[src/source/qr_finder_pkg.sv]
package qr_finder_pkg;

  // stored window, a square cut from the left of the 640x480 camera frame
  localparam int stored_width = 480;  // columns kept per row
  localparam int stored_height = 480; // rows kept per frame
  localparam int pixel_count = stored_width * stored_height; // one bit per kept pixel

  // buffer address, col + 480*row, tops out at 230399
  localparam int addr_w = 18;

  // camera coordinate widths as they come out of pixel recovery
  localparam int hcount_w = 11;
  localparam int vcount_w = 10;

  localparam int pixel_w = 16;  // 565 rgb
  localparam int thresh_w = 8;  // threshold and luminance share a scale

  // run length must hold a run that spans a whole row
  localparam int run_w = 9;

  // scanner walk counters
  localparam int col_w = 9;
  localparam int row_w = 9;

  // address in to bit out on the frame buffer read port
  localparam int read_latency = 2;

  // scan phase
  typedef enum logic [1:0] {
    streaming, // camera writes into the buffer
    scanning,  // buffer frozen, rows walked through the checker
    finished   // row flags stable until the next start
  } scan_state_t;

endpackage

[src/source/run_ratio_checker.sv]
`timescale 1ns/10ps

module run_ratio_checker (
  input  logic clk_pixel,
  input  logic sys_rst,
  input  logic pix_valid,
  input  logic pix_bit,   // 1 = white
  input  logic row_last,  // last pixel of the row
  output logic row_hit,   // row held a 1:1:3:1:1 mark
  output logic row_end    // strobe one cycle after row_last
);
  import qr_finder_pkg::*;

  logic [run_w-1:0] cur_len;  // open run length or zero before the first pixel
  logic             cur_color;
  logic [run_w-1:0] hist [4]; // closed runs with hist[3] newest
  logic [2:0]       cnt;      // closed runs in hist up to 4
  logic             hit_acc;  // a hit seen earlier in this row

  logic             first;
  logic             chg;
  logic [run_w-1:0] len1;     // length of the run closed by this pixel
  logic             close1;
  logic             close2;
  logic             hit1;
  logic             hit2;

  // outer run x fits when 2*|4x - s| <= s for outer sum s
  function automatic logic outer_ok(input int x, input int s);
    int diff;
    diff = 4 * x - s;
    if (diff < 0) begin
      diff = -diff;
    end
    return (2 * diff) <= s;
  endfunction

  // a b c d e oldest first with c the centre run
  function automatic logic ratio_ok(input logic [run_w-1:0] a, b, c, d, e);
    int s;
    int cc;
    s = int'(a) + int'(b) + int'(d) + int'(e);
    cc = int'(c);
    return outer_ok(int'(a), s) && outer_ok(int'(b), s) &&
           outer_ok(int'(d), s) && outer_ok(int'(e), s) &&
           (s <= 2 * cc) && (cc <= s); // centre roughly three units
  endfunction

  always_comb begin
    first = cur_len == '0;
    chg = !first && (pix_bit != cur_color);
    // a colour change closes the old run and the row end closes it with this pixel
    len1 = chg ? cur_len : cur_len + 1'b1;
    close1 = pix_valid && !first && (chg || row_last);
    // change on the last pixel also closes a one pixel run right away
    close2 = pix_valid && row_last && chg;

    // colours alternate so the window starts with the closing run's colour
    hit1 = close1 && (cnt == 3'd4) && !cur_color &&
           ratio_ok(hist[0], hist[1], hist[2], hist[3], len1);
    hit2 = close2 && (cnt >= 3'd3) && !pix_bit &&
           ratio_ok(hist[1], hist[2], hist[3], cur_len, run_w'(1));
  end

  always_ff @(posedge clk_pixel) begin
    if (sys_rst) begin
      cur_len <= '0;
      cnt <= '0;
      hit_acc <= 1'b0;
      row_hit <= 1'b0;
      row_end <= 1'b0;
    end else begin
      row_end <= pix_valid && row_last;
      row_hit <= pix_valid && row_last && (hit_acc || hit1 || hit2);
      if (pix_valid) begin
        if (row_last) begin
          // history never crosses a row
          cur_len <= '0;
          cnt <= '0;
          hit_acc <= 1'b0;
        end else begin
          hit_acc <= hit_acc || hit1;
          cur_len <= (first || chg) ? run_w'(1) : cur_len + 1'b1;
          if (chg && (cnt != 3'd4)) begin
            cnt <= cnt + 1'b1;
          end
        end
      end
    end
  end

  // run colour and closed run lengths
  always_ff @(posedge clk_pixel) begin
    if (pix_valid && (first || chg)) begin
      cur_color <= pix_bit;
    end
    if (pix_valid && chg) begin
      hist[0] <= hist[1]; // oldest falls out
      hist[1] <= hist[2];
      hist[2] <= hist[3];
      hist[3] <= cur_len;
    end
  end

endmodule

[src/source/finder_scanner.sv]
`timescale 1ns/10ps

module finder_scanner (
  input  logic                                   clk_pixel,
  input  logic                                   sys_rst,
  input  logic                                   start,
  output logic                                   capture_en,
  output logic                                   rd_en,
  output logic [qr_finder_pkg::addr_w-1:0]        rd_addr,
  input  logic                                   rd_bit,
  output logic [qr_finder_pkg::stored_height-1:0] row_flags,
  output logic                                   done
);
  import qr_finder_pkg::*;

  scan_state_t             state;
  logic [col_w-1:0]        col;       // column of the address in rd_addr
  logic [row_w-1:0]        row;
  logic [row_w-1:0]        out_row;   // row whose result arrives next
  logic                    col_last;
  logic                    addr_last;
  logic [read_latency-1:0] vld_dly;   // rd_en delayed to line up with rd_bit
  logic [read_latency-1:0] last_dly;
  logic                    pix_valid;
  logic                    row_last;
  logic                    row_hit;
  logic                    row_end;

  assign col_last = col == col_w'(stored_width - 1);
  assign addr_last = col_last && (row == row_w'(stored_height - 1));
  assign capture_en = state == streaming; // camera may write only here

  // phase, done and result collection
  always_ff @(posedge clk_pixel) begin
    if (sys_rst) begin
      state <= streaming;
      done <= 1'b0;
      out_row <= '0;
      row_flags <= '0;
    end else begin
      done <= 1'b0;
      case (state)
        streaming: begin
          if (start) begin
            state <= scanning;
            out_row <= '0;
          end
        end
        scanning: begin // start is ignored here
          if (row_end) begin
            row_flags[out_row] <= row_hit;
            out_row <= out_row + 1'b1;
            if (out_row == row_w'(stored_height - 1)) begin
              state <= finished;
              done <= 1'b1;
            end
          end
        end
        finished: if (start) state <= streaming;
        default: state <= streaming;
      endcase
    end
  end

  // address walk, one read per cycle in row major order
  always_ff @(posedge clk_pixel) begin
    if (sys_rst) begin
      rd_en <= 1'b0;
      rd_addr <= '0;
      col <= '0;
      row <= '0;
    end else if ((state == streaming) && start) begin
      rd_en <= 1'b1;
      rd_addr <= '0;
      col <= '0;
      row <= '0;
    end else if (rd_en) begin
      rd_en <= !addr_last; // stop after pixel_count reads
      rd_addr <= rd_addr + 1'b1;
      if (col_last) begin
        col <= '0;
        row <= row + 1'b1;
      end else begin
        col <= col + 1'b1;
      end
    end
  end

  // markers follow the data through the buffer pipeline
  always_ff @(posedge clk_pixel) begin
    if (sys_rst) begin
      vld_dly <= '0;
      last_dly <= '0;
    end else begin
      vld_dly <= {vld_dly[read_latency-2:0], rd_en};
      last_dly <= {last_dly[read_latency-2:0], rd_en && col_last};
    end
  end

  assign pix_valid = vld_dly[read_latency-1];
  assign row_last = last_dly[read_latency-1];

  run_ratio_checker i_run_ratio_checker (
    .clk_pixel (clk_pixel),
    .sys_rst   (sys_rst),
    .pix_valid (pix_valid),
    .pix_bit   (rd_bit),
    .row_last  (row_last),
    .row_hit   (row_hit),
    .row_end   (row_end)
  );

endmodule

[config.mk]
export PLATFORM = sky130hd
export DESIGN_NAME = finder_scanner
export DESIGN_NICKNAME = d
export VERILOG_FILES = /design/src/source/qr_finder_pkg.sv /design/src/source/run_ratio_checker.sv /design/src/source/finder_scanner.sv
export SDC_FILE = /design/constraint.sdc
export NUM_CORES = 2
export LEC_CHECK = 0
export BUFFER_PORTS_ARGS = -buffer_cell sky130_fd_sc_hd__clkbuf_2
export CAP_MARGIN = 0
export CORE_AREA = 2 2 378 193
export CTS_CLUSTER_DIAMETER = 60
export DETAILED_ROUTE_END_ITERATION = 8
export DIE_AREA = 0 0 380 195
export PLACE_DENSITY = 0.7
export REMOVE_ABC_BUFFERS = 1
export SKIP_LAST_GASP = 1
export SLEW_MARGIN = 20
export SYNTH_ARGS = -nofsm -noshare
export SYNTH_HDL_FRONTEND = slang
export SYNTH_SLANG_ARGS = --single-unit
[constraint.sdc]
create_clock -name clk_pixel -period 7.1 [get_ports clk_pixel]
set_input_delay 0.355 -clock clk_pixel [delete_from_list [all_inputs] [get_ports clk_pixel]]
set_output_delay 0.355 -clock clk_pixel [all_outputs]
set_load 0.05 [all_outputs]
Yosys cells after proc, flatten, opt, wreduce, memory -nomap -nowiden
Memories as Yosys holds them, arrays and structs flattened. Index checks and enable logic that the tools add are counted.

$add $sub $neg: 28. Order comparisons: 23. Equality and inequality tests: 12. Mux-type cells: 31. Bitwise gates (word level): 2. Reduce and logical (&&, ||, !) cells: 48.

Operator list (number): 480-bit bitwise mux (1); 32-bit less-or-equal comparator (8); 32-bit by 1-bit less-than comparator with 1-bit output (second input constant) (8); 31-bit two-way mux (8); 31-bit negation (8); 12-bit by 32-bit subtractor with 32-bit output (7); 32-bit by 10-bit adder with 32-bit output (3); 10-bit by 32-bit less-or-equal comparator with 1-bit output (2); 32-bit by 11-bit less-or-equal comparator with 1-bit output (2); 9-bit two-way mux (6); 9-bit by 1-bit adder with 9-bit output (second input constant) (4); 32-bit by 2-bit adder with 32-bit output (second input constant) (1); 4-bit by 32-bit subtractor with 32-bit output (first input constant) (1); 1-bit logical AND (29); 9-bit == test (second input constant) (3); 9-bit by 9-bit adder with 10-bit output (2); 18-bit by 1-bit adder with 18-bit output (second input constant) (1); 9-bit one-hot mux with 2 select lines (1); 9-bit by 10-bit less-than comparator with 1-bit output (second input constant) (1); 1-bit demux with 9-bit select (1); 9-bit by 1-bit >= comparator with 1-bit output (second input constant) (1); 9-bit logical NOT (1); 2-bit two-way mux (4); 1-bit two-way mux (7); other kinds (21) (34).

Register bits after elaboration: 549. Memory bits (writable): 36. Input bits: 4. Output and inout port bits: 501. Word-level logic and storage cells: 161. Memories: 1.

Memory list: i_run_ratio_checker.hist (words 4, bits a word 9, read ports 4, clocked after Yosys merged registers in 0, write ports 4, RTL line run_ratio_checker.sv:16) `logic [run_w-1:0] hist [4];`.

Logic depth before layout (Yosys ltp)
Word-level depth: 18. Depth in mapped cells: 39. Depth with buffers taken out: 37.

Modules after synthesis
From an unflattened synthesis, not the netlist that was laid out.

Cells, all modules: 4029. Area total of the unflattened synthesis: 32477.4 µm².

Modules (own cells, without submodules): finder_scanner (instances 1, cells each 2600, area each 21002.6 µm², seq. area each 10670.2 µm²); run_ratio_checker (instances 1, cells each 1429, area each 11474.8 µm², seq. area each 1411.4 µm²).

Least setup slack after synthesis
Ideal clock, no wire load.

Path kind: flip-flop to flip-flop. From: register i_run_ratio_checker.cur_len[0]. To: register i_run_ratio_checker.hit_acc. Setup time: 0.078 ns. Arrival time: 7.016 ns. Data required time: 7.022 ns. Setup slack: 0.006 ns. Stages on the path, launching flop included: 39. Buffers on the path: 3. Clock period less this slack: 7.094 ns. Cell sequence: dfxtp_1 > inv_1 > ha_1 > and4b_1 > or2_2 > clkbuf_1 > o21ai_0 > inv_1 > fa_1 > inv_1 > ha_1 > inv_1 > fa_1 > nor2b_1 > o21ai_0 > nand2b_1 > xnor2_1 > ha_1 > (+3 left out) > maj3_1 > a2111oi_2 > nor3_1 > clkbuf_1 > nand2_1 > xor2_1 > ha_1 > a21oi_1 > nor2b_1 > o21ai_0 > nand2b_1 > a21oi_1 > a22oi_1 > a211oi_1 > a311oi_1 > o21ai_0 > nand4b_1 > nor3_1.

Longest elaborated chain between the ends: 17. Elaborated cells between the ends (all ways): 41. Those cells by class: 10 x add/sub; 10 x order compare; 6 x mux; 15 x reduce/logical.

Ends and longest elaborated chain: from (decl) (RTL line run_ratio_checker.sv:14) `logic [run_w-1:0] cur_len;`; from (signal assigned) (RTL line run_ratio_checker.sv:83) `cur_len <= (first || chg) ? run_w'(1) : cur_len + 1'b1;`; branches (longest 14 deep; another with 32-bit by 10-bit adder with 32-bit output); 1-bit logical AND * (RTL line run_ratio_checker.sv:59) `hit1 = close1 && (cnt == 3'd4) && !cur_color &&`; 1-bit logical OR * (RTL line run_ratio_checker.sv:82) `hit_acc <= hit_acc || hit1;`; 1-bit two-way mux * (RTL line run_ratio_checker.sv:76) `if (row_last) begin`; to (signal assigned) (RTL line run_ratio_checker.sv:82); to (decl) (RTL line run_ratio_checker.sv:18) `logic hit_acc;`.

Mark *: on every way between the ends. A chain may end at the register's enable or synchronous reset.

Final worst setup path
Ends and elaborated chain as after synthesis.

==> results.cfg <==
[clocking]
cts_tree = done
numCtsBuffers = 55
cts.clk_slew.worst_paths_ns = 0.06
cts_max_level = 2
cts_buffer_depth = 3
cts-root-buf = clkbuf_16
clock_insertion_delay_worst_skew_ns = 0.65
cts.sinks = 585

[critical_path]
cp_slowest_cell = fa_1
start_kind = register
slowest_delay_ns = 0.46
r2r_start = i_run_ratio_checker.cur_len[0]
reg2reg_slack_ns = 0.28
crit_fanout = 5
path_class = register to register
cp.required_ns = 7.59
r2r_end = i_run_ratio_checker.hit_acc
reg2reg_depth = 35
crit_path_end_kind = register
crit_top_cell = inv_2
arrival_ns = 7.31

[hold_path]
hp-class = primary input to register
hp-start = start
hold_depth = 3
holdPathEnd = rd_en

[timing]
max_freq_mhz = 147
tns_ns = 0
fin_worst_skew_ns = 0.0414
tightest_slew_ns = 1.16
hold_ws_ns = 0.0339
timing.final.crit_share = 0.961
drv_slew = 0
setup_viol = 0
fin_crit_ns = 6.82
relSlewSlack = 0.225
final-hold-violation-count = 0

[synth]
ys_top_cells_by_count = 610 x a21oi_1, 583 x o21ai_0, 548 x dfxtp_1
synthArstFlopShare = 0
yosysSeqAreaShare = 0.367
synth.area.top_cells = dfxtp_1 33%, a21oi_1 9.3%, o21ai_0 8.9%
synth_area_sq_um = 32900
synthFlopType = dfxtp_1
synth_edf_count = 37
netlist.top_cell.by_area = dfxtp_1
synth-seq-cells = 585
synth_top_area_frac = 0.333
syn_avg_cell_area_sq_um = 7.97
ys_types = 95
ys_warn_count = 0
synth_most_common_cell = a21oi_1
synthCells = 4130

[die]
dieWidth_um = 380
die_h_um = 195
num_rows = 69
dieArea_sq_um = 74100
initial_utilization = 0.467
core_area_sq_um = 70400
ioPinCount = 505

[power_and_ir_drop]
p_leak_nw = 15.7
power.density_nw_per_um2 = 171
ir_drop_mv = 0.171
p_total_mw = 6.87

[global_routing]
grt_pass1_vias = 32100
grt_max_degree = 245
antenna_found_initial = 7
grt.busiest_layer = met2
grtUsageTotal = 0.334
grt_overflow_total = 0
grt_util_met1 = 0.412
grt_pass1_wl_um = 194000
grtUsageMet2 = 0.545
met3_usage = 0.0561

[detailed_routing]
routed_wirelength_um = 131000
via_count = 34900
drtPass1Iterations = 6
drtAntennaViolNets = 0
route.detailed.drc = 0
avgViaCountPerCell = 6.17
drt_iter0_markers = 4125
wl_per_cell_um = 23.2

[place]
gp_congestion = 0.939
portBuffers = 504
post_dp_cell_area_sq_um = 37500
dp.cells = 5525
dpl.hpwl_um = 90000

[finish]
n_fill_cell = 6462
final_area_sq_um = 40100
seq_area_sq_um = 12100
area_growth_pct = 21.8
stdcell_count = 5645
final_layout_size_suffix_gt1_frac = 0.223
finalNetCount = 4860
multi_input_area_sq_um = 19800

[run_status]
status = finished clean

[job]
maxCapViolCount = 0
## cell families (layout without fill, tap and decap cells)
group,after synthesis,count (layout),synth area share
other,0,1,0
XOR/XNOR,208,208,0.0591
buffers and inverters,442,998,0.0507
multiplexers,10,10,0.00308
AND/OR/NAND/NOR,1200,1200,0.182
flip-flops,585,585,0.367
AO/OA/AOI/OAI,1449,1449,0.245
adder cells (fa/ha/maj),236,236,0.0926
## area by class of cell
| cell class | count | share of cell area |
|---|---|---|
| Multi-Input combinational cell | 3103 | 0.493 |
| Sequential cell | 585 | 0.302 |
| Timing Repair Buffer | 780 | 0.117 |
| Clock buffer | 82 | 0.0407 |
| Tap cell | 958 | 0.0299 |
| Inverter | 118 | 0.0111 |
| Clock inverter | 18 | 0.00650 |
| Antenna cell | 1 | 0.0000625 |
## critical path: cells and delay by family (launching register included)
family	cells	cell delay, ns
simple gates	9	2.00
xor+xnor	2	0.27
fa+ha+maj	7	1.91
flops	1	0.33
compound gates	9	1.40
buf+inv	8	0.72
## cell usage in the layout (no fill, tap or decap), drive strengths merged, types with 14 or more instances in the layout
cell type / n
fa: 20
a31oi: 14
dfxtp: 548
nand2b: 31
a21oi: 611
edfxtp: 37
clkbuf: 585
nor2: 207
xnor2: 131
a21o: 40
nor3: 51
nand3: 535
nor4: 18
maj3: 23
o21ai: 586
or3: 28
or2: 21
and2: 22
xor2: 68
a211oi: 24
nand4: 29
nor2b: 38
and3: 18
buf: 277
o31ai: 18
ha: 193
inv: 120
o21a: 39
nand2: 153
## worst max path at each step
stage                                   start                           to  slack [ns]  cells after the start
3_3_place_gp   i_run_ratio_checker.cur_len[0]  i_run_ratio_checker.hit_acc       -0.02                     35
5_1_grt        i_run_ratio_checker.cur_len[1]  i_run_ratio_checker.hit_acc        -0.1                     33
3_5_place_dp   i_run_ratio_checker.cur_len[0]  i_run_ratio_checker.row_hit       -0.19                     32
6_report       i_run_ratio_checker.cur_len[0]  i_run_ratio_checker.hit_acc        0.28                     35
4_1_cts        i_run_ratio_checker.cur_len[0]  i_run_ratio_checker.hit_acc        0.01                     33
2_1_floorplan     i_run_ratio_checker.row_hit               row_flags[479]       -1.12                      2
## where the power goes
part	leakage, nW	internal, mW	switching, mW
Clock	0.929	1.75	1.38
Combinational	10.0	0.171	0.252
Sequential	4.76	3.31	0.00654
Total	15.7	5.23	1.64
## flip-flops by register name, indices dropped and copies added (netlist names)
name	count
row	9
col	9
rd_en	1
rd_addr	18
i_run_ratio_checker.cur_len	9
i_run_ratio_checker.hist	36
i_run_ratio_checker.cnt	3
vld_dly	2
state	2
last_dly	2
i_run_ratio_checker.cur_color	1
i_run_ratio_checker.row_end	1
done	1
i_run_ratio_checker.row_hit	1
row_flags	480
out_row	9
i_run_ratio_checker.hit_acc	1
## repair_timing
action	4_1_cts	5_1_grt
setup endpoints to repair	2	2
buffers inserted	0	18
pin swaps	2	49
gates resized for setup	5	127
hold buffers	0	0
## metrics by stage
step	utilization	setup WS (ns)
4_1_cts	0.559	0.0101
3_3_place_gp	0.532	-0.0161
3_5_place_dp	0.532	-0.193
2_1_floorplan	-	-1.12
5_1_grt	0.569	-0.0967
6_report	0.569	0.278
## routing by layer
| layer | vias up | routed length (um) | share of wire |
|---|---|---|---|
| li1 | 15900 | - | - |
| met4 | 4 | 9620 | 0.073 |
| met2 | 1857 | 59900 | 0.46 |
| met1 | 16600 | 49800 | 0.38 |
| met3 | 480 | 11800 | 0.090 |
| met5 | - | 30 | 0.00023 |
No activity file was read; power rests on OpenSTA's default activity.
