## config.mk

```make
export PLATFORM = sky130hd
export DESIGN_NAME = pixel_binarizer
export DESIGN_NICKNAME = d
export VERILOG_FILES = /design/src/source/qr_finder_pkg.sv /design/src/source/pixel_binarizer.sv
export SDC_FILE = /design/constraint.sdc
export NUM_CORES = 1
export LEC_CHECK = 0
export BUFFER_PORTS_ARGS = -buffer_cell sky130_fd_sc_hd__buf_2
export CORE_MARGIN = 5
export CORE_UTILIZATION = 45
export DETAILED_ROUTE_END_ITERATION = 6
export PLACE_DENSITY = 0.69
export SYNTH_ARGS = -nofsm -noshare
export SYNTH_HDL_FRONTEND = slang
export SYNTH_SLANG_ARGS = --single-unit
```

## constraint.sdc

```tcl
create_clock -name clk_pixel -period 8.9 [get_ports clk_pixel]
set_clock_uncertainty 0.05 [all_clocks]
set_input_delay 2.67 -clock clk_pixel [delete_from_list [all_inputs] [get_ports clk_pixel]]
set_output_delay 2.67 -clock clk_pixel [all_outputs]
set_load 0.02 [all_outputs]
```

## src/source/qr_finder_pkg.sv

```systemverilog
package qr_finder_pkg;

  // stored window, a square cut from the left of the 640x480 camera frame
  localparam int stored_width = 480;  // columns kept per row
  localparam int stored_height = 480; // rows kept per frame
  localparam int pixel_count = stored_width * stored_height; // one bit per kept pixel

  // buffer address, col + 480*row, tops out at 230399
  localparam int addr_w = 18;

  // camera coordinate widths as they come out of pixel recovery
  localparam int hcount_w = 11;
  localparam int vcount_w = 10;

  localparam int pixel_w = 16;  // 565 rgb
  localparam int thresh_w = 8;  // threshold and luminance share a scale

  // run length must hold a run that spans a whole row
  localparam int run_w = 9;

  // scanner walk counters
  localparam int col_w = 9;
  localparam int row_w = 9;

  // address in to bit out on the frame buffer read port
  localparam int read_latency = 2;

  // scan phase
  typedef enum logic [1:0] {
    streaming, // camera writes into the buffer
    scanning,  // buffer frozen, rows walked through the checker
    finished   // row flags stable until the next start
  } scan_state_t;

endpackage

```

## src/source/pixel_binarizer.sv

```systemverilog
`timescale 1ns/10ps

module pixel_binarizer (
  input  logic                              clk_pixel,
  input  logic                              sys_rst,
  input  logic [qr_finder_pkg::pixel_w-1:0]  pixel,
  input  logic [qr_finder_pkg::hcount_w-1:0] hcount,
  input  logic [qr_finder_pkg::vcount_w-1:0] vcount,
  input  logic                              pixel_valid,
  input  logic [qr_finder_pkg::thresh_w-1:0] thresh,
  input  logic                              capture_en,
  output logic                              wr_en,
  output logic [qr_finder_pkg::addr_w-1:0]   wr_addr,
  output logic                              wr_bit
);
  import qr_finder_pkg::*;

  logic [thresh_w-1:0] luma;     // green only, scaled up to 8 bits
  logic                white;    // 1 = white, 0 = black
  logic                in_window;
  logic [addr_w-1:0]   pix_addr;

  always_comb begin
    // g field is pixel[10:5], times four puts it on the 0..252 scale
    luma = {pixel[10:5], 2'b00};
    white = luma >= thresh; // at threshold counts as white

    // only the 480x480 corner is kept, the rest of the 640 wide line is dropped
    in_window = (hcount < hcount_w'(stored_width)) &&
                (vcount < vcount_w'(stored_height));

    // row major, one row is stored_width entries
    pix_addr = addr_w'(hcount) + addr_w'(vcount) * addr_w'(stored_width);
  end

  // write strobe, one cycle after the pixel strobe
  always_ff @(posedge clk_pixel) begin
    if (sys_rst) begin
      wr_en <= 1'b0;
    end else begin
      wr_en <= pixel_valid && capture_en && in_window; // frozen buffer drops pixels
    end
  end

  // address and data ride along with the strobe
  always_ff @(posedge clk_pixel) begin
    if (pixel_valid) begin
      wr_addr <= pix_addr;
      wr_bit <= white;
    end
  end

endmodule

```

# == Yosys cells after proc, flatten, opt, wreduce, memory -nomap -nowiden ==
# Index checks and enable logic that the tools add are counted.
# word_totals
word_cells,11
regBits,20
in_bits,49
out_inout_bits,20
# classes
addsub,1
reduce_logical,3
n_lt_le_gt_ge,3
multipliers,1
# op_table
op,n
11-bit by 18-bit adder with 18-bit output,1
"10-bit by 4-bit multiplier with 13-bit output, second input constant",1
"11-bit by 9-bit < comparator with 1-bit output, second input constant",1
"10-bit by 9-bit < comparator with 1-bit output, second input constant",1
8-bit greater-or-equal comparator,1
1-bit logical AND,3

# == Longest topological paths before layout ==
# Gate-level depths: netlist of the first run.
# depth
depth_word,3
depth_mapped,14

# == Worst setup path after synthesis of the first run ==
# OpenSTA, ideal clock, no wires.
# synth_path
kind,input to register
from,input port vcount[4] in the netlist's numbering
to,"register wr_addr[17] in the netlist's numbering, data pin"
path_buffers,0
path_stages,12
t_arrival_ns,5.530
path_slack_ns,3.057
cell_sequence,inv_1 -> fa_1 -> fa_1 -> inv_1 -> ha_1 -> a21o_1 -> a31o_1 -> nor2_1 -> xnor2_1 -> nand3_1 -> nor4_2 -> xnor2_1
# synth_via
elab_chain_cells,2
# synth_lines
element,line_no,source
start: declaration,pixel_binarizer.sv:8,"input logic [qr_finder_pkg::vcount_w-1:0] vcount,"
10-bit by 4-bit multiplier with 13-bit output,pixel_binarizer.sv:33,pix_addr = addr_w'(hcount) + addr_w'(vcount) * addr_w'(stored_width);
11-bit by 18-bit adder with 18-bit output,pixel_binarizer.sv:33,
named net pix_addr[17],pixel_binarizer.sv:21,logic [addr_w-1:0] pix_addr;
end signal: assignment,pixel_binarizer.sv:48,wr_addr <= pix_addr;
end: declaration,pixel_binarizer.sv:13,"output logic [qr_finder_pkg::addr_w-1:0] wr_addr,"
# The timed path passes the listed nets, and every way through them passes these cells.
# A chain may end at the register's enable or synchronous reset.

# == Final worst setup path of the first run ==
# layout_path
from,input port vcount[5] in the netlist's numbering
to,"register wr_addr[17] in the netlist's numbering, data pin"
# Same word-level chain as after synthesis.

==> run metrics, run 1 <==
outcome finished, final reports clean; final cell count without fillers ~310; pre-CTS setup slack 2.74 ns; setup violators final 0; crit end category flop; Netlist Area Pre-Place around 0.0021 mm2; Hold Crit Class in2reg; largest net degree at the start of global routing 21; utilization after layout 56.4%; CTS buffer count 3; Switching Fraction 38.9%; Residual DRC 0; clock sinks 20; Via density 4.83; Slew headroom roughly 71%; Top FF cell, synth edfxtp_1; Post-synth ARST share 0%; Crit Path Max Fanout 5; sw power 0.229 mW; Die Width 78.2 um; CTS root buf clkbuf_8; Ys Warns 0; layout cells sized above 1 27.2%; core area between 0.004 and 0.005 mm2; fmax 0.170 GHz; final hold viol count 0; Pint between 0.3 and 0.4 mW; dpl cells between 300 and 400; CTS resizes 0; Crit path required time just under 9 ns; power density cells roughly 240 mW/mm2; area share of the largest cell type after synthesis 27.2%; Worst-path clk slew about 0.07 ns; first-pass GRT wire length 5940 um; clock power share ~15%; DIE AREA 0.00612 mm2; diode count 0; Pre-antenna DRT Iters 4; FILL cells 420; Sequential Power Share 25.7%; height of the die 78.2 um; hpwl dp 3090 um; CP startpoint kind input port; io pins just under 70; wire per inst 10.9 um; vias in the first global route 1414; gr ovfl total 0; Tcrit/Tclk final about 66%; final worst slack 3.02 ns; PortBufs 58; delay-heaviest family, CP adder cells; DR iter-0 viols 72; largest cells by area after synthesis edfxtp_1, ha_1, fa_1, inv_1, xnor2_1; TNS Setup 0 ns; CP max stage cell fa_1; CP Data Arrival Time 5.84 ns; Tot GR Track Use roughly an eighth; Max-Cap Viols 0; clk buf depth 2; fin crit period 5.88 ns; critical path class in2reg; routed vias ~1.5k; Hold Buf Count CTS 0; Slew Limit Fails 0; Post-Synthesis Cells 201; Row Count 24; NumNets Final around 360; post-synthesis register bit count 20; worst vdd ir between 90 and 100 uV; GP Congestion 0.793; Comb pwr share 59.1%; Routed WL 3410 um; WP buf/inv 3; Post-synth EDFFs 19; Least-Margin Pin Slew 0.442 ns; Mapped Avg Cell Area ~10 um2; initial antenna violation count 0; Pleak around 1.2 nW; post-synth cell types 39; Post-CTS Setup Repair Bufs 0; RSZ-0062 raised after global routing no; DRT antenna net count 0; CTS tree yes; post-synthesis sequential area ratio 28.2%; area grow syn2layout 19.8%; syn nets 297; htree depth 1; leading area contributor after synthesis edfxtp_1; crit-path cells buf_2 -> inv_1 -> fa_1 -> fa_1 -> inv_1 -> ha_1 -> a21o_1 -> a31o_1 -> nor2_1 -> xnor2_1 -> nand3_1 -> nor4_2 -> xnor2_1; starting density of the core 47.1%; Max stage delay on crit path 0.51 ns
==> kinds of logic (layout without fill, tap and decap cells) <==
group           after synthesis  in the layout  synth area share, %
simple gates                 36             36                 9.68
xor+xnor                     19             19                 8.30
buf+inv                      47            107                 8.66
fa+ha+maj                    47             47                 34.5
compound gates               32             32                 10.6
flops                        20             20                 28.2
==> flip-flops by register name, summed over array words and instances (netlist names) <==
| register | cells |
|---|---|
| wr_bit | 1 |
| wr_en | 1 |
| wr_addr | 18 |
==> synthesized netlist by cell type, types with 2 or more instances <==
library cell	number
inv_1	45
fa_1	18
a21o_1	4
ha_1	29
o221ai_1	2
nor3_1	3
nand4_1	2
o21ai_0	4
xnor2_1	15
nor2_1	7
edfxtp_1	19
a21oi_1	11
xor2_1	3
nand2_1	5
or2_2	2
nand3_1	5
nor2b_1	4
o21a_1	2
==> worst paths after layout <==
check	from	to	slack [ns]	cells after the start
worst max-delay path	vcount[5]	wr_addr[17]$_DFFE_PP_	3.02	13
worst min-delay path	sys_rst	wr_en$_SDFF_PP0_	2.52	2
==> power by group through the flow <==
stage,registers (mW),clock network (mW),logic (mW)
after floorplan,0.192,0,0.243
after global placement,0.153,0,0.347
after detailed placement,0.155,0,0.353
after CTS,0.153,0.0907,0.354
after global routing,0.155,0.0961,0.394
final,0.152,0.0892,0.349
==> cell usage in the layout, fill, tap and decap left out, types with 3 or more instances in the layout <==
| cell | count |
|---|---|
| buf_2 | 58 |
| inv_1 | 45 |
| ha_1 | 29 |
| edfxtp_1 | 19 |
| fa_1 | 18 |
| xnor2_1 | 15 |
| a21oi_1 | 11 |
| nor2_1 | 7 |
| nand3_1 | 5 |
| nand2_1 | 5 |
| nor2b_1 | 4 |
| a21o_1 | 4 |
| o21ai_0 | 4 |
| nor3_1 | 3 |
| xor2_1 | 3 |
| clkbuf_8 | 3 |
==> metrics by stage <==
step	instance area [um2]	power (mW)	hold slack [ns]
2_1_floorplan	2090	0.435	2.70
3_3_place_gp	2440	0.501	2.79
3_5_place_dp	2440	0.508	2.79
4_1_cts	2510	0.597	2.51
5_1_grt	2510	0.646	2.52
6_report	2510	0.590	2.52
==> layer usage <==
layer | part of all wire, % | routed length (um) | vias to the layer above | GRT usage (%)
li1 | - | - | 788 | -
met1 | 46 | 1560 | 682 | 15.9
met2 | 46 | 1580 | 38 | 19.0
met3 | 6.2 | 211 | 4 | 1.72
met4 | 1.5 | 52 | 0 | 4.20
met5 | 0 | 0 | - | 0
==> layout make-up <==
cell class                 count  area (um2)  share of cell area (%)
timing repair buffer          58         290                    11.6
clock inverter                 1        30.0                    1.20
clock buffer                   3        41.3                    1.65
sequential                    20         591                    23.5
inverter                      45         169                    6.73
tap                           52        65.1                    2.59
multi-input combinational    134        1320                    52.7
No activity file was read; power rests on OpenSTA's default activity.
==> run 2, diff against run 1 <==
clock period = 5.95 ns   (was 8.9 ns; I/O delays follow)
==> run 2 against run 1 <==
Power is 43% higher. Sequential share of layout area is 0.25 points higher. Design area fell by 1.0%. Flip-flop and latch count is the same. Count of clock-buffer cells in the layout unchanged. Largest power group unchanged. Critical endpoint unchanged.
==> run metrics, run 2 (same netlist as run 1, synthesis figures left out) <==
outcome finished, final reports clean (unchanged); power density cells 339 mW/mm2 (was 235 mW/mm2); Total Power 0.843 mW (was 0.590 mW); first-pass GRT wire length 5850 um (was 5940 um); largest reg by FF count wr_addr (unchanged); core area 0.00444 mm2 (unchanged); Least-Margin Pin Slew 0.433 ns (was 0.442 ns); CP startpoint kind input port (unchanged); RSZ-0062 raised after global routing no (unchanged); GP Congestion 0.795 (was 0.793); initial antenna violation count 0 (unchanged); WP buf/inv 3 (unchanged); Max stage delay on crit path 0.51 ns (about the same); biggest regs wr_addr (18), wr_bit (1), wr_en (1) (unchanged); htree depth 1 (unchanged); crit-path cells buf_2 -> inv_1 -> fa_1 -> fa_1 -> inv_1 -> ha_1 -> a21o_1 -> a31o_1 -> nor2_1 -> xnor2_1 -> nand3_1 -> nor4_2 -> xnor2_1 (unchanged); Hold Crit Class in2reg (unchanged); NumNets Final 358 (unchanged); number of flip-flops in the largest register 18 (unchanged); CTS root buf clkbuf_8 (unchanged); final hold viol count 0 (unchanged); Via density 4.94 (was 4.83); final cell count without fillers 313 (unchanged); DRT antenna net count 0 (unchanged); Residual DRC 0 (unchanged); DR iter-0 viols 44 (was 72); clock sinks 20 (unchanged); Routed WL 3530 um (was 3410 um); crit end category flop (unchanged); CP Data Arrival Time 4.97 ns (was 5.84 ns); Pre-antenna DRT Iters 4 (unchanged); Die Width 78.2 um (unchanged); fin crit period 5.01 ns; area grow syn2layout 18.5% (was 19.8%); largest net degree at the start of global routing 21 (unchanged); delay-heaviest family, CP adder cells (unchanged); diode count 0 (unchanged); DIE AREA 0.00612 mm2 (unchanged); dpl cells 309 (unchanged); io pins 69 (unchanged); TNS Setup 0 ns (unchanged); Pleak 1.23 nW (was 1.24 nW); CTS buffer count 3 (unchanged); Max-Cap Viols 0 (unchanged); clk buf depth 2 (unchanged); Tcrit/Tclk final 84.2%; most common cell after layout, fill and taps aside buf_2 (unchanged); Crit Path Max Fanout 5 (unchanged); setup violators final 0 (unchanged); hpwl dp 3170 um (was 3090 um); Tot GR Track Use 11.7% (about the same); fmax 0.200 GHz; Slew Limit Fails 0 (unchanged); CTS tree yes (unchanged); Hold Buf Count CTS 0 (unchanged); height of the die 78.2 um (unchanged); PortBufs 58 (unchanged); layout cells sized above 1 26.8% (was 27.2%); wire per inst 11.3 um (was 10.9 um); Row Count 24 (unchanged); gr ovfl total 0 (unchanged); most frequent cells in the layout buf_2, inv_1, ha_1 (unchanged); Crit path required time 5.90 ns (was 8.86 ns); starting density of the core 47.1% (unchanged); vias in the first global route 1367 (was 1414); Post-CTS Setup Repair Bufs 0 (unchanged); Slew headroom 71.1% (was 70.5%); routed vias 1545 (was 1512); CTS resizes 0 (unchanged); critical path class in2reg (unchanged); worst vdd ir 132 uV (was 91.8 uV); CP max stage cell fa_1 (unchanged); Worst-path clk slew 0.07 ns (about the same)
## run 2: area by class of cell
type                       instances  area, um2
fill                             419       1960
multi-input combinational        134       1320
sequential                        20        591
timing repair buffer              58        290
inverter                          45        169
tap                               52       65.1
clock buffer                       3       41.3
clock inverter                     1       3.75
## run 2: routing by layer
layer | share of wire, % | up-vias | GRT usage [%]
met5 | 0 | - | 0
met3 | 5.6 | 6 | 1.14
met1 | 44 | 702 | 15.6
li1 | - | 791 | -
met2 | 48 | 46 | 19.6
met4 | 2.1 | 0 | 4.72
## run 2: power by group
part | switching, mW | total, mW | internal [mW]
logic | 0.298 | 0.529 | 0.231
clock network | 0.0406 | 0.0865 | 0.0458
registers | 0.00767 | 0.227 | 0.219
## run 2: path summary, 6_finish.rpt
kind,cells past startpoint,from,endpoint
worst min-delay path,2,sys_rst,wr_en$_SDFF_PP0_
worst max-delay path,13,vcount[5],wr_addr[17]$_DFFE_PP_
## run 2: per-stage QoR
stage	cell area, um2	hold WS (ns)	util, %	worst slack, ns
floorplan	2090	1.81	-	0.992
global placement	2440	1.91	54.8	0.687
detailed placement	2440	1.91	54.8	0.683
CTS	2480	1.64	55.9	0.932
global route	2480	1.65	55.9	0.734
finish	2480	1.65	55.9	0.938
==> run 3, diff against run 2 <==
clock period = 4.8 ns   (was 5.95 ns; I/O delays follow)
==> run 3 against run 2 <==
Critical path depth is the same. Global-route usage grew 1.4 points. Critical path type unchanged. First-iteration DRC count is the same. Core utilization grew 2.8 points. Highest routed layer unchanged.
==> run metrics, run 3 (same netlist as run 1, synthesis figures left out) <==
most common cell after layout, fill and taps aside buf_2 (unchanged); initial antenna violation count 0 (unchanged); DR iter-0 viols 44 (unchanged); gr ovfl total 0 (unchanged); Residual DRC 0 (unchanged); final worst slack 0.296 ns (was 0.938 ns); outcome finished, final reports clean (unchanged); starting density of the core 47.1% (unchanged); largest reg by FF count wr_addr (unchanged); hpwl dp 3270 um (was 3170 um); Max stage delay on crit path 0.51 ns (about the same); biggest regs wr_addr (18), wr_bit (1), wr_en (1) (unchanged); Tot GR Track Use 13.1% (was 11.7%); Via density 4.85 (was 4.94); most frequent cells in the layout buf_2, inv_1, ha_1 (unchanged); DRT antenna net count 0 (unchanged); dpl cells 322 (was 309); Die Width 78.2 um (unchanged); RSZ-0062 raised after global routing no (unchanged); clock sinks 20 (unchanged); Row Count 24 (unchanged); Max-Cap Viols 0 (unchanged); Least-Margin Pin Slew 0.445 ns (was 0.433 ns); Total Power 1.17 mW (was 0.843 mW); NumNets Final 371 (was 358); wire per inst 11.2 um (was 11.3 um); area grow syn2layout 24.4% (was 18.5%); io pins 69 (unchanged); GP Congestion 0.834 (was 0.795); htree depth 1 (unchanged); fin crit period 4.50 ns; setup violators final 0 (unchanged); CP startpoint kind input port (unchanged); final cell count without fillers 326 (was 313); pre-CTS setup slack 0.0157 ns (was 0.683 ns); critical path class in2reg (unchanged); routed vias 1581 (was 1545); clk buf depth 2 (unchanged); final hold viol count 0 (unchanged); Tcrit/Tclk final 93.8%; crit-path cells buf_2 -> inv_1 -> fa_1 -> fa_1 -> inv_1 -> ha_1 -> nor2b_2 -> o2111ai_1 -> and2_1 -> xnor2_2 -> nand3_1 -> nor4_2 -> xnor2_1 (was buf_2 -> inv_1 -> fa_1 -> fa_1 -> inv_1 -> ha_1 -> a21o_1 -> a31o_1 -> nor2_1 -> xnor2_1 -> nand3_1 -> nor4_2 -> xnor2_1); Slew Limit Fails 0 (unchanged); crit end category flop (unchanged); CTS resizes 0 (unchanged); TNS Setup 0 ns (unchanged); Final Cell Area 0.00261 mm2 (was 0.00248 mm2); height of the die 78.2 um (unchanged); worst vdd ir 206 uV (was 132 uV); Worst-path clk slew 0.07 ns (about the same); vias in the first global route 1584 (was 1367); CTS tree yes (unchanged); delay-heaviest family, CP adder cells (unchanged); first-pass GRT wire length 6650 um (was 5850 um); Hold Buf Count CTS 0 (unchanged); Hold Crit Class in2reg (unchanged); DIE AREA 0.00612 mm2 (unchanged); CP Data Arrival Time 4.46 ns (was 4.97 ns); largest net degree at the start of global routing 21 (unchanged); PortBufs 58 (unchanged); Pre-antenna DRT Iters 4 (unchanged); Crit Path Max Fanout 4 (was 5); number of flip-flops in the largest register 18 (unchanged); CP max stage cell fa_1 (unchanged); Routed WL 3650 um (was 3530 um); CTS buffer count 3 (unchanged); WP buf/inv 3 (unchanged); CTS root buf clkbuf_8 (unchanged); Post-CTS Setup Repair Bufs 0 (unchanged); diode count 0 (unchanged); Crit path required time 4.76 ns (was 5.90 ns); Pleak 1.31 nW (was 1.23 nW); placed cell area 0.00253 mm2 (was 0.00244 mm2); power density cells 448 mW/mm2 (was 339 mW/mm2); core area 0.00444 mm2 (unchanged); layout cells sized above 1 30.7% (was 26.8%); Slew headroom 70.4% (was 71.1%); fmax 0.222 GHz
run 3: cell types whose count changed in the layout (fill, tap and decap cells not counted), sizes merged:
cell,delta
clkinv,-1
buf,+13
bufinv,+1
run 3: worst paths after layout:
check	startpoint	end	slack, ns	cells after the start
worst max-delay path	vcount[3]	wr_addr[17]$_DFFE_PP_	0.30	13
worst min-delay path	sys_rst	wr_en$_SDFF_PP0_	1.29	2
run 3: stage by stage:
| stage | util, % | hold WS [ns] |
|---|---|---|
| 6_report | 58.6 | 1.29 |
| 4_1_cts | 58.6 | 1.29 |
| 3_5_place_dp | 57.0 | 1.56 |
| 5_1_grt | 58.6 | 1.28 |
| 3_3_place_gp | 57.0 | 1.56 |
| 2_1_floorplan | - | 1.47 |
run 3: area by class of cell:
cell class	instances	area (um2)
Tap cell	52	65.1
Clock inverter	1	30.0
Timing Repair Buffer	71	388
Multi-Input combinational cell	134	1320
Sequential cell	20	591
Fill cell	396	1840
Inverter	45	169
Clock buffer	3	41.3
run 3: power by group:
part           switching, mW  total [mW]  internal [mW]  leakage, nW
sequential           0.00971       0.282          0.272        0.194
clock                 0.0526       0.164          0.111       0.0357
combinational          0.379       0.722          0.344         1.08
run 3: metal layers:
metal,share of wire [%],global-route usage [%],routed length (um),vias up
met5,0,0,0,-
li1,-,-,-,813
met1,44,16.3,1590,732
met4,0.99,4.72,36,0
met3,5.2,1.49,190,2
met2,50,23.5,1830,34
